--- src/cspace_pkg.sv ---
package cspace_pkg;

	localparam int joy_w = 8;
	localparam int status_w = 32;

	// First byte of an SPI transfer
	localparam logic [7:0] cmd_buttons = 8'h01;
	localparam logic [7:0] cmd_joy0    = 8'h02;
	localparam logic [7:0] cmd_joy1    = 8'h03;
	localparam logic [7:0] cmd_status  = 8'h1E;

	// PS/2 set 2 scan codes of the game keys
	localparam logic [7:0] sc_left  = 8'h6B;
	localparam logic [7:0] sc_right = 8'h74;
	localparam logic [7:0] sc_up    = 8'h75;
	localparam logic [7:0] sc_space = 8'h29;
	localparam logic [7:0] sc_1     = 8'h16;
	localparam logic [7:0] sc_2     = 8'h1E;
	localparam logic [7:0] sc_ext   = 8'hE0;
	localparam logic [7:0] sc_break = 8'hF0;

	// Keyboard joystick byte
	localparam int kb_space = 0;
	localparam int kb_2     = 1;
	localparam int kb_1     = 3;
	localparam int kb_up    = 4;
	localparam int kb_left  = 6;
	localparam int kb_right = 7;

	// Host joystick words
	localparam int joy_right  = 0;
	localparam int joy_left   = 1;
	localparam int joy_thrust = 3;
	localparam int joy_fire   = 4;

	typedef enum logic [1:0] {
		scan_none  = 2'd0,
		scan_hq2x  = 2'd1,
		scan_crt25 = 2'd2,
		scan_crt50 = 2'd3
	} scan_mode_e;

	// Filled bytewise by the SPI link, read as fields by the control mapper
	typedef union packed {
		logic [status_w/8-1:0][7:0] bytes;
		struct packed {
			logic [status_w-8:0] spare_hi;
			logic                reset_alt;
			logic                spare_5;
			scan_mode_e          scan_mode;
			logic                start;
			logic                spare_1;
			logic                reset;
		} f;
	} status_u;

endpackage

--- src/host_if.sv ---
`timescale 1ns/1ps

interface host_if;
	import cspace_pkg::*;

	logic [1:0]       buttons;
	logic [joy_w-1:0] joystick_0;
	logic [joy_w-1:0] joystick_1;
	status_u          status;

	modport link (
		output buttons,
		output joystick_0,
		output joystick_1,
		output status
	);

	modport sink (
		input buttons,
		input joystick_0,
		input joystick_1,
		input status
	);

endinterface

--- src/control_map.sv ---
`timescale 1ns/1ps

module control_map (
	input  logic                         clk_sys,
	input  logic                         rst_n,
	host_if.sink                         host,
	input  logic [cspace_pkg::joy_w-1:0] kbjoy,
	output logic                         ctl_ccw,
	output logic                         ctl_cw,
	output logic                         ctl_thrust,
	output logic                         ctl_fire,
	output logic                         ctl_start,
	output logic                         game_reset,
	output cspace_pkg::scan_mode_e       scan_mode
);
	import cspace_pkg::*;

	always_ff @(posedge clk_sys) begin
		if (!rst_n) begin
			ctl_ccw    <= 1'b0;
			ctl_cw     <= 1'b0;
			ctl_thrust <= 1'b0;
			ctl_fire   <= 1'b0;
			ctl_start  <= 1'b0;
			game_reset <= 1'b1;
			scan_mode  <= scan_none;
		end else begin
			ctl_ccw    <= kbjoy[kb_left] | host.joystick_0[joy_left] |
				host.joystick_1[joy_left];
			ctl_cw     <= kbjoy[kb_right] | host.joystick_0[joy_right] |
				host.joystick_1[joy_right];
			ctl_thrust <= kbjoy[kb_up] | host.joystick_0[joy_thrust] |
				host.joystick_1[joy_thrust];
			ctl_fire   <= kbjoy[kb_space] | host.joystick_0[joy_fire] |
				host.joystick_1[joy_fire];
			// Either number key starts a game
			ctl_start  <= kbjoy[kb_1] | kbjoy[kb_2] | host.status.f.start;
			game_reset <= host.buttons[1] | host.status.f.reset | host.status.f.reset_alt;
			scan_mode  <= host.status.f.scan_mode;
		end
	end

endmodule

--- src/cspace_io_top.sv ---
`timescale 1ns/1ps

module cspace_io_top #(
	parameter int AUDIO_W = 16
) (
	input  logic               clk_sys,
	input  logic               rst_n,
	input  logic               SPI_SCK,
	input  logic               SPI_DI,
	input  logic               SPI_SS2,
	input  logic               ps2_kbd_clk,
	input  logic               ps2_kbd_data,
	input  logic               game_video,
	input  logic               game_blank,
	input  logic               game_hsync,
	input  logic               game_vsync,
	input  logic [AUDIO_W-1:0] game_audio,
	output logic [5:0]         VGA_R,
	output logic [5:0]         VGA_G,
	output logic [5:0]         VGA_B,
	output logic               VGA_HS,
	output logic               VGA_VS,
	output logic               AUDIO_L,
	output logic               AUDIO_R,
	output logic               ctl_ccw,
	output logic               ctl_cw,
	output logic               ctl_thrust,
	output logic               ctl_fire,
	output logic               ctl_start,
	output logic               game_reset
);
	import cspace_pkg::*;

	logic [joy_w-1:0] kbjoy;
	scan_mode_e       scan_mode;

	host_if host ();

	spi_host_link spi_link (
		.clk_sys (clk_sys),
		.rst_n   (rst_n),
		.spi_sck (SPI_SCK),
		.spi_di  (SPI_DI),
		.spi_ss  (SPI_SS2),
		.host    (host.link)
	);

	ps2_joystick keyboard (
		.clk_sys  (clk_sys),
		.rst_n    (rst_n),
		.ps2_clk  (ps2_kbd_clk),
		.ps2_data (ps2_kbd_data),
		.joystick (kbjoy)
	);

	control_map ctl_map (
		.clk_sys    (clk_sys),
		.rst_n      (rst_n),
		.host       (host.sink),
		.kbjoy      (kbjoy),
		.ctl_ccw    (ctl_ccw),
		.ctl_cw     (ctl_cw),
		.ctl_thrust (ctl_thrust),
		.ctl_fire   (ctl_fire),
		.ctl_start  (ctl_start),
		.game_reset (game_reset),
		.scan_mode  (scan_mode)
	);

	video_out #(.COLOR_W(6)) vid_out (
		.clk_sys   (clk_sys),
		.rst_n     (rst_n),
		.video     (game_video),
		.blank     (game_blank),
		.hsync     (game_hsync),
		.vsync     (game_vsync),
		.scan_mode (scan_mode),
		.r         (VGA_R),
		.g         (VGA_G),
		.b         (VGA_B),
		.hs        (VGA_HS),
		.vs        (VGA_VS)
	);

	// Mono game audio on both channels
	sigma_delta_dac #(.DAC_WIDTH(AUDIO_W)) dac_l (
		.clk_sys (clk_sys),
		.rst_n   (rst_n),
		.din     (game_audio),
		.dout    (AUDIO_L)
	);

	sigma_delta_dac #(.DAC_WIDTH(AUDIO_W)) dac_r (
		.clk_sys (clk_sys),
		.rst_n   (rst_n),
		.din     (game_audio),
		.dout    (AUDIO_R)
	);

endmodule

--- src/ps2_joystick.sv ---
`timescale 1ns/1ps

module ps2_joystick (
	input  logic                         clk_sys,
	input  logic                         rst_n,
	input  logic                         ps2_clk,
	input  logic                         ps2_data,
	output logic [cspace_pkg::joy_w-1:0] joystick
);
	import cspace_pkg::*;

	logic [1:0]       clk_sync;
	logic [1:0]       data_sync;
	logic             clk_prev;
	logic             clk_fall;
	logic [10:0]      frame;
	logic [3:0]       bit_cnt;
	logic             frame_done;
	logic             frame_ok;
	logic [7:0]       code;
	logic             brk;
	logic [joy_w-1:0] key_mask;

	assign clk_fall = clk_prev & ~clk_sync[1];
	assign code     = frame[8:1];
	// Start low, stop high, odd parity over data plus parity bit
	assign frame_ok = frame_done & ~frame[0] & frame[10] & (^frame[9:1]);

	always_ff @(posedge clk_sys) begin
		if (!rst_n) begin
			clk_sync  <= 2'b11;
			data_sync <= 2'b11;
			clk_prev  <= 1'b1;
		end else begin
			clk_sync  <= {clk_sync[0], ps2_clk};
			data_sync <= {data_sync[0], ps2_data};
			clk_prev  <= clk_sync[1];
		end
	end

	// LSB arrives first, so shift in from the top
	always_ff @(posedge clk_sys) begin
		if (clk_fall) begin
			frame <= {data_sync[1], frame[10:1]};
		end
	end

	always_ff @(posedge clk_sys) begin
		if (!rst_n) begin
			bit_cnt    <= '0;
			frame_done <= 1'b0;
		end else begin
			frame_done <= 1'b0;
			if (clk_fall && (bit_cnt != 4'd0 || !data_sync[1])) begin
				if (bit_cnt == 4'd10) begin
					bit_cnt    <= '0;
					frame_done <= 1'b1;
				end else begin
					bit_cnt <= bit_cnt + 4'd1;
				end
			end
		end
	end

	always_comb begin
		key_mask = '0;
		case (code)
			sc_left:  key_mask[kb_left]  = 1'b1;
			sc_right: key_mask[kb_right] = 1'b1;
			sc_up:    key_mask[kb_up]    = 1'b1;
			sc_space: key_mask[kb_space] = 1'b1;
			sc_1:     key_mask[kb_1]     = 1'b1;
			sc_2:     key_mask[kb_2]     = 1'b1;
			default:  key_mask = '0;
		endcase
	end

	always_ff @(posedge clk_sys) begin
		if (!rst_n) begin
			joystick <= '0;
			brk      <= 1'b0;
		end else if (frame_ok) begin
			if (code == sc_break) begin
				brk <= 1'b1;
			end else if (code != sc_ext) begin
				brk      <= 1'b0;
				joystick <= brk ? (joystick & ~key_mask) : (joystick | key_mask);
			end
		end
	end

endmodule

--- src/sigma_delta_dac.sv ---
`timescale 1ns/1ps

module sigma_delta_dac #(
	parameter int DAC_WIDTH = 16
) (
	input  logic                 clk_sys,
	input  logic                 rst_n,
	input  logic [DAC_WIDTH-1:0] din,
	output logic                 dout
);

	// Top bit holds the carry of the last addition
	logic [DAC_WIDTH:0] acc;

	always_ff @(posedge clk_sys) begin
		if (!rst_n) begin
			acc <= '0;
		end else begin
			acc <= {1'b0, acc[DAC_WIDTH-1:0]} + {1'b0, din};
		end
	end

	assign dout = acc[DAC_WIDTH];

endmodule

--- src/spi_host_link.sv ---
`timescale 1ns/1ps

module spi_host_link (
	input logic  clk_sys,
	input logic  rst_n,
	input logic  spi_sck,
	input logic  spi_di,
	input logic  spi_ss,
	host_if.link host
);
	import cspace_pkg::*;

	logic [1:0] sck_sync;
	logic [1:0] di_sync;
	logic [1:0] ss_sync;
	logic       sck_prev;
	logic       sck_rise;
	logic [7:0] shreg;
	logic [2:0] bit_cnt;
	logic       byte_done;
	logic [2:0] byte_cnt;
	logic [7:0] cmd;
	logic [1:0] status_idx;

	assign sck_rise = sck_sync[1] & ~sck_prev;
	// Data bytes 1..4 land in status bytes 0..3
	assign status_idx = byte_cnt[1:0] - 2'd1;

	always_ff @(posedge clk_sys) begin
		if (!rst_n) begin
			sck_sync <= 2'b00;
			di_sync  <= 2'b00;
			ss_sync  <= 2'b11;
			sck_prev <= 1'b0;
		end else begin
			sck_sync <= {sck_sync[0], spi_sck};
			di_sync  <= {di_sync[0], spi_di};
			ss_sync  <= {ss_sync[0], spi_ss};
			sck_prev <= sck_sync[1];
		end
	end

	always_ff @(posedge clk_sys) begin
		if (sck_rise) begin
			shreg <= {shreg[6:0], di_sync[1]};
		end
	end

	always_ff @(posedge clk_sys) begin
		if (!rst_n || ss_sync[1]) begin
			bit_cnt   <= '0;
			byte_done <= 1'b0;
		end else begin
			byte_done <= 1'b0;
			if (sck_rise) begin
				bit_cnt   <= bit_cnt + 3'd1;
				byte_done <= (bit_cnt == 3'd7);
			end
		end
	end

	always_ff @(posedge clk_sys) begin
		if (!rst_n) begin
			host.buttons    <= '0;
			host.joystick_0 <= '0;
			host.joystick_1 <= '0;
			host.status     <= '0;
			cmd             <= '0;
			byte_cnt        <= '0;
		end else begin
			if (byte_done) begin
				if (byte_cnt == 3'd0) begin
					cmd <= shreg;
				end else begin
					case (cmd)
						cmd_buttons: begin
							if (byte_cnt == 3'd1)
								host.buttons <= shreg[1:0];
						end
						cmd_joy0: begin
							if (byte_cnt == 3'd1)
								host.joystick_0 <= shreg;
						end
						cmd_joy1: begin
							if (byte_cnt == 3'd1)
								host.joystick_1 <= shreg;
						end
						cmd_status: begin
							if (byte_cnt <= 3'd4)
								host.status.bytes[status_idx] <= shreg;
						end
						default: begin
						end
					endcase
				end
				// Saturate so trailing bytes are dropped
				if (byte_cnt != 3'd7)
					byte_cnt <= byte_cnt + 3'd1;
			end
			if (ss_sync[1]) begin
				byte_cnt <= '0;
			end
		end
	end

endmodule

--- src/video_out.sv ---
`timescale 1ns/1ps

module video_out #(
	parameter int COLOR_W = 6
) (
	input  logic                   clk_sys,
	input  logic                   rst_n,
	input  logic                   video,
	input  logic                   blank,
	input  logic                   hsync,
	input  logic                   vsync,
	input  cspace_pkg::scan_mode_e scan_mode,
	output logic [COLOR_W-1:0]     r,
	output logic [COLOR_W-1:0]     g,
	output logic [COLOR_W-1:0]     b,
	output logic                   hs,
	output logic                   vs
);
	import cspace_pkg::*;

	// 47 and 31 of 63 at six bits
	localparam logic [COLOR_W-1:0] full  = '1;
	localparam logic [COLOR_W-1:0] dim25 = full - (COLOR_W)'(1 << (COLOR_W - 2));
	localparam logic [COLOR_W-1:0] dim50 = full >> 1;

	logic               hsync_d;
	logic               odd_line;
	logic [COLOR_W-1:0] level;

	always_comb begin
		if (blank || !video)
			level = '0;
		else if (odd_line && scan_mode == scan_crt25)
			level = dim25;
		else if (odd_line && scan_mode == scan_crt50)
			level = dim50;
		else
			level = full;
	end

	always_ff @(posedge clk_sys) begin
		if (!rst_n) begin
			hsync_d  <= 1'b0;
			odd_line <= 1'b0;
			r        <= '0;
			g        <= '0;
			b        <= '0;
			hs       <= 1'b0;
			vs       <= 1'b0;
		end else begin
			hsync_d <= hsync;
			if (hsync && !hsync_d)
				odd_line <= ~odd_line;
			r  <= level;
			g  <= level;
			b  <= level;
			hs <= hsync;
			vs <= vsync;
		end
	end

endmodule
--- config.mk ---
export PLATFORM = sky130hd
export DESIGN_NAME = cspace_io_top
export DESIGN_NICKNAME = d
export VERILOG_FILES = /design/src/cspace_pkg.sv /design/src/host_if.sv /design/src/control_map.sv /design/src/cspace_io_top.sv /design/src/ps2_joystick.sv /design/src/sigma_delta_dac.sv /design/src/spi_host_link.sv /design/src/video_out.sv
export SDC_FILE = /design/constraint.sdc
export NUM_CORES = 1
export LEC_CHECK = 0
export ABC_CLOCK_PERIOD_IN_PS = 2090
export BUFFER_PORTS_ARGS = -buffer_cell sky130_fd_sc_hd__buf_2
export CORE_MARGIN = 2
export CORE_UTILIZATION = 54
export DETAILED_ROUTE_END_ITERATION = 8
export HOLD_SLACK_MARGIN = 0.06
export PLACE_DENSITY = 0.74
export SYNTH_ARGS = -nofsm -noshare
export SYNTH_HDL_FRONTEND = slang
export SYNTH_SLANG_ARGS = --single-unit
--- constraint.sdc ---
create_clock -name clk_sys -period 2.09 [get_ports clk_sys]
set_input_delay 0.209 -clock clk_sys [delete_from_list [all_inputs] [get_ports clk_sys]]
set_output_delay 0.209 -clock clk_sys [all_outputs]
set_load 0.01 [all_outputs]
# Word level (Yosys, flattened, before mapping)
# Cells that the tools add are included.
# totals
ff_bits	155
latch_bits	0
ramBits	0
romBits	0
input_bits	27
out_inout_bits	28
word_cells	135
memories	0
# classes
addsub	6
multipliers	0
div_mod_pow	0
n_lt_le_gt_ge	3
eq_ne	18
n_shift	0
muxes	16
bitwise	28
n_reduce_logical	29
# op_table
cell	n
$add A16 B16 Y17	2
$bwmux W32	1
$eq A8 B5 Y1 const B	3
$eq A8 B7 Y1 const B	3
$demux W8 S2	1
$eq A8 B2 Y1 const B	2
$mux W8	2
$reduce_and A4 Y1	4
$mux W6	2
$or A1 B1 Y1	12
$mux W1	9
$reduce_xor A9 Y1	1
$and A8 B8 Y8	1
$eq A8 B1 Y1 const B	1
$eq A8 B6 Y1 const B	1
$eq A8 B8 Y1 const B	1
$ne A8 B8 Y1 const B	1
$not A1 Y1	8
$not A8 Y8	1
$or A8 B8 Y8	1
$reduce_and A2 Y1	4
$add A3 B1 Y3 const B	2
$reduce_or A2 Y1	3
$and A1 B1 Y1	5
other kinds (19)	29

# Longest topological paths before layout
# logic_depth
word_depth	6
ltp_mapped	10
mapped_depth_nobuf	9

# Modules after synthesis
# From an unflattened synthesis, not the netlist that was laid out.
# hier_totals
hier_cells	712
hier_area_um2	7383.3
# modules_own_cells
module	n_inst	cells_per_inst	area_per_inst_um2	seq_area_each_um2
spi_host_link	1	269	2985.4	1681.6
sigma_delta_dac	2	135	1237.4	340.3
ps2_joystick	1	125	1382.6	670.6
video_out	1	32	305.3	120.1
control_map	1	16	235.2	160.2

# Worst setup path after synthesis
# OpenSTA, ideal clock, no wires.
# synth_path
kind	reg-to-reg
startpoint	reg dac_r.acc[0]
endpoint	reg dac_r.acc[14]
setup_time_ps	72
arrival_time_ps	2044
t_required_ps	2018
setup_slack_ps	-26
path_stages_with_launch	9
n_path_buf	0
cell_sequence	dfxtp_1 ha_1 fa_1 a21o_1 a311oi_1 or2_1 o21bai_2 a311oi_2 mux2i_1
# synth_via
elab_chain_cells	1
# synth_lines
item	line	text
start: declaration	sigma_delta_dac.sv:13	logic [DAC_WIDTH:0] acc;
start signal: assignment	sigma_delta_dac.sv:19	acc <= {1'b0, acc[DAC_WIDTH-1:0]} + {1'b0, din};
$add A16 B16 Y17	sigma_delta_dac.sv:19	
# No other way between the ends.
# A chain may end at the register's enable or synchronous reset.

# Final worst setup path
# Same ends and word-level chain as after synthesis.

==> impl_metrics.csv <==
group,metric,value,unit
synth,syn_area_per_cell,10.39,um2
synth,synthDistinctLibCells,67,
floorplan,die_h,108.6,um
floorplan,die_width,108.6,um
critical_path,crit_buf_inv,0,
synth,seq_area_frac_synth,0.4384,
critical_path,cp_top_family,"compound AO/OA/AOI/OAI gates",
routing,drtIter0Drc,214,
critical_path,cp-end-kind,"flip-flop",
sta,rsz0062_at_grt,"yes",
critical_path,r2r_setup_slack,-30,ps
global_routing,met2_usage,0.3647,
critical_path,slowest_stage,"fa_2",
clock_tree,cts_buffers,17,
clock_tree,cts-root-buf,"clkbuf_8",
clock_tree,clk_pin_slew_worst_paths,60,ps
sta,worstMarginPinSlew,402.2,ps
sta,finalSetupViolations,2,
layout,syn2layout_area_growth,22.09,%
run_status,status,"finished with violations",
synth,async_reset_ff_frac,0,
sta,fmax,471.2,MHz
synth,yosysMostFrequentCell,"dfxtp_1",
run_status,violations,"setup timing",
sta,slew_headroom,0.7310,
sta,setup_ws,-32.42,ps
global_routing,use_met3,0.04184,
sta,fin_worst_skew,7.835,ps
routing,wirelength,11430,um
clock_tree,clk_path_buf_depth,2,
global_routing,busiest_layer,"met2",
layout,diodes,0,
sta,fin_crit,2122,ps
critical_path,cp_cell_sequence,"ha_4, fa_2, a21o_1, a311oi_2, or2_1, o21bai_4, a311oi_2, mux2i_1",
routing,final_antenna_net_count,0,
routing,via_count,4353,
critical_path,required,2550,ps
clock_tree,cts.sinks,120,
floorplan,core,10750,um2
synth,synthTopCellsByCount,"101 x dfxtp_1, 53 x ha_1, 40 x and2_1, 30 x nand2_1, 26 x a21oi_1",
sta,hold_viol_final,0,
min_path,hold_class,"in -> reg",
synth,synth-seq-cells,120,
clock_tree,cts_tree,"done",
floorplan,start_util,0.5503,
global_routing,grt-ovfl-total,0,
layout,final_nets,738,
global_routing,grt_max_degree,72,
sta,drv_slew,0,
synth,synthCells,569,
power_and_ir_drop,power_density,1124,nW/um2
global_routing,grt_pass1_wl,19260,um
global_routing,antenna_found_initial,0,
power_and_ir_drop,p_leak,3.131,nW
critical_path,critPathKind,"reg -> reg",
place,hpwl,7832,um
place,gp_congestion,0.7870,
sta,post-route-period-util,1.016,
critical_path,slowest_delay,340,ps
synth,synth_area,5913,um2
clock_tree,clk_latency,530,ps
synth,yosys.area.top_type,"dfxtp_1",
global_routing,first_global_vias,4263,
place,place.port_buffers,54,
critical_path,startpoint_type,"flip-flop",
global_routing,grtUsageTotal,0.2107,
routing,wl_per_cell,14.13,um
floorplan,dieArea,11800,um2
critical_path,arrival,2580,ps
global_routing,grtUsageMet1,0.2481,
sta,fin_setup_tns,-41.08,ps
floorplan,num_rows,38,
synth,synth_edf_count,19,
clock_tree,htree_num_levels,4,
power_and_ir_drop,vdd_ir_drop_max,0.8210,mV
routing,drc,0,
synth,yosys_warnings,0,
critical_path,critical_path.most_common_cell,"a311oi_2",
place,dpl_worst_slack,-180.7,ps
synth,synth_top_area_share,0.3419,
run,maxCapViolations,0,
routing,vias_per_cell,5.381,
synth,ys_top_cells_by_area,"dfxtp_1 34%, ha_1 11%, edfxtp_1 9.6%, and2_1 4.2%, mux2i_1 3.2%",
layout,layout-drive-gt1-share,0.2392,
critical_path,crit_fanout,4,
floorplan,ios,55,
synth,syn_nets,651,
routing,drt_pass1_iterations,4,
synth,synth_flop_cell,"dfxtp_1",
==> logic make-up after synthesis <==
kind of cell / synth area share
AOI/OAI and AO/OA: 0.1384
xor gates and xnor gates: 0.04232
adders and majority gates: 0.1189
buffers and inverters: 0.04549
DFF: 0.4384
muxes: 0.03216
and+or+nand+nor: 0.1843
==> power by group <==
| group | switching, W | leakage (nW) | internal (W) |
|---|---|---|---|
| sequential | 0.000108 | 1.00 | 0.00264 |
| combinational | 0.00124 | 1.83 | 0.00124 |
| clock | 0.00103 | 0.298 | 0.00186 |
==> cell type report <==
cell class | count | area (um2)
multi-input combinational | 401 | 3128
timing repair buffer | 101 | 665.6
clock buffer | 21 | 481.7
tap | 140 | 175.2
inverter | 15 | 56.30
fill | 831 | 3526
clock inverter | 11 | 116.4
sequential | 120 | 2596
==> stage by stage <==
step	utilization	area [um2]	power, W	hold slack (ps)	std cells
final	0.6719	7219	0.008116	102.1	809
after global routing	0.6719	7219	0.008596	104.2	809
after CTS	0.6629	7123	0.008146	79.51	802
after detailed placement	0.5914	6355	0.005144	392.9	754
after global placement	0.5914	6355	0.005058	389.2	754
after floorplan	-	5922	0.004610	310.5	569
==> layout by cell type, fill, tap and decap left out, types with 4 or more instances in the layout <==
master / n
dfxtp_1: 98
buf_2: 54
ha_1: 50
and2_1: 40
buf_4: 34
nand2_1: 29
a21oi_1: 26
nor2b_1: 23
o21ai_0: 19
xnor2_1: 19
mux2i_1: 19
edfxtp_1: 19
clkbuf_16: 18
nor2_1: 17
nand3_1: 15
nand4_1: 13
inv_1: 13
nand2b_1: 12
dlygate4sd3_1: 12
a21boi_0: 11
a21o_1: 11
xor2_1: 6
and3_1: 6
a31oi_1: 5
o31a_1: 5
clkinv_2: 5
o21a_1: 4
nor3b_1: 4
a311oi_2: 4
==> final timing paths <==
kind	end	start	cells past startpoint
max reg2reg	dac_r.acc[14]	dac_r.acc[0]	8
min reg2reg	spi_link.shreg[0]	spi_link.di_sync[1]	0
max	dac_r.acc[14]	dac_r.acc[0]	8
min	vid_out.r[4]	game_blank	3
==> layer usage <==
metal	up-vias	routed length [um]
met1	2076	5047
li1	2185	-
met5	-	0
met4	0	221
met2	71	5810
met3	21	354
==> state kept, by name (all words and copies together) (netlist names), 3 cells and up, named ones only <==
signal and count:
keyboard.frame 11, keyboard.bit_cnt 4, spi_link.cmd 8, spi_link.byte_cnt 3
spi_link.host.joystick_0 4, spi_link.host.joystick_1 4, vid_out.r 3, spi_link.host.status 5
spi_link.shreg 8, dac_l.acc 17, spi_link.bit_cnt 3, dac_r.acc 17
==> what timing repair did <==
| item | CTS | global route |
|---|---|---|
| hold buffers | 12 | 0 |
| setup endpoints to repair | 8 | 22 |
| gates resized for setup | 6 | 16 |
| endpoints found under the hold margin | 11 | 0 |
| setup buffers | 3 | 8 |
| gates cloned | 1 | 0 |
| pin swaps | 10 | 20 |
==> tightest hold or removal path, stage by stage <==
cell and delay, ps:
buf_2 70, and3b_1 190, o21a_1 110
Note: power is estimated with default switching activity, not from simulation.
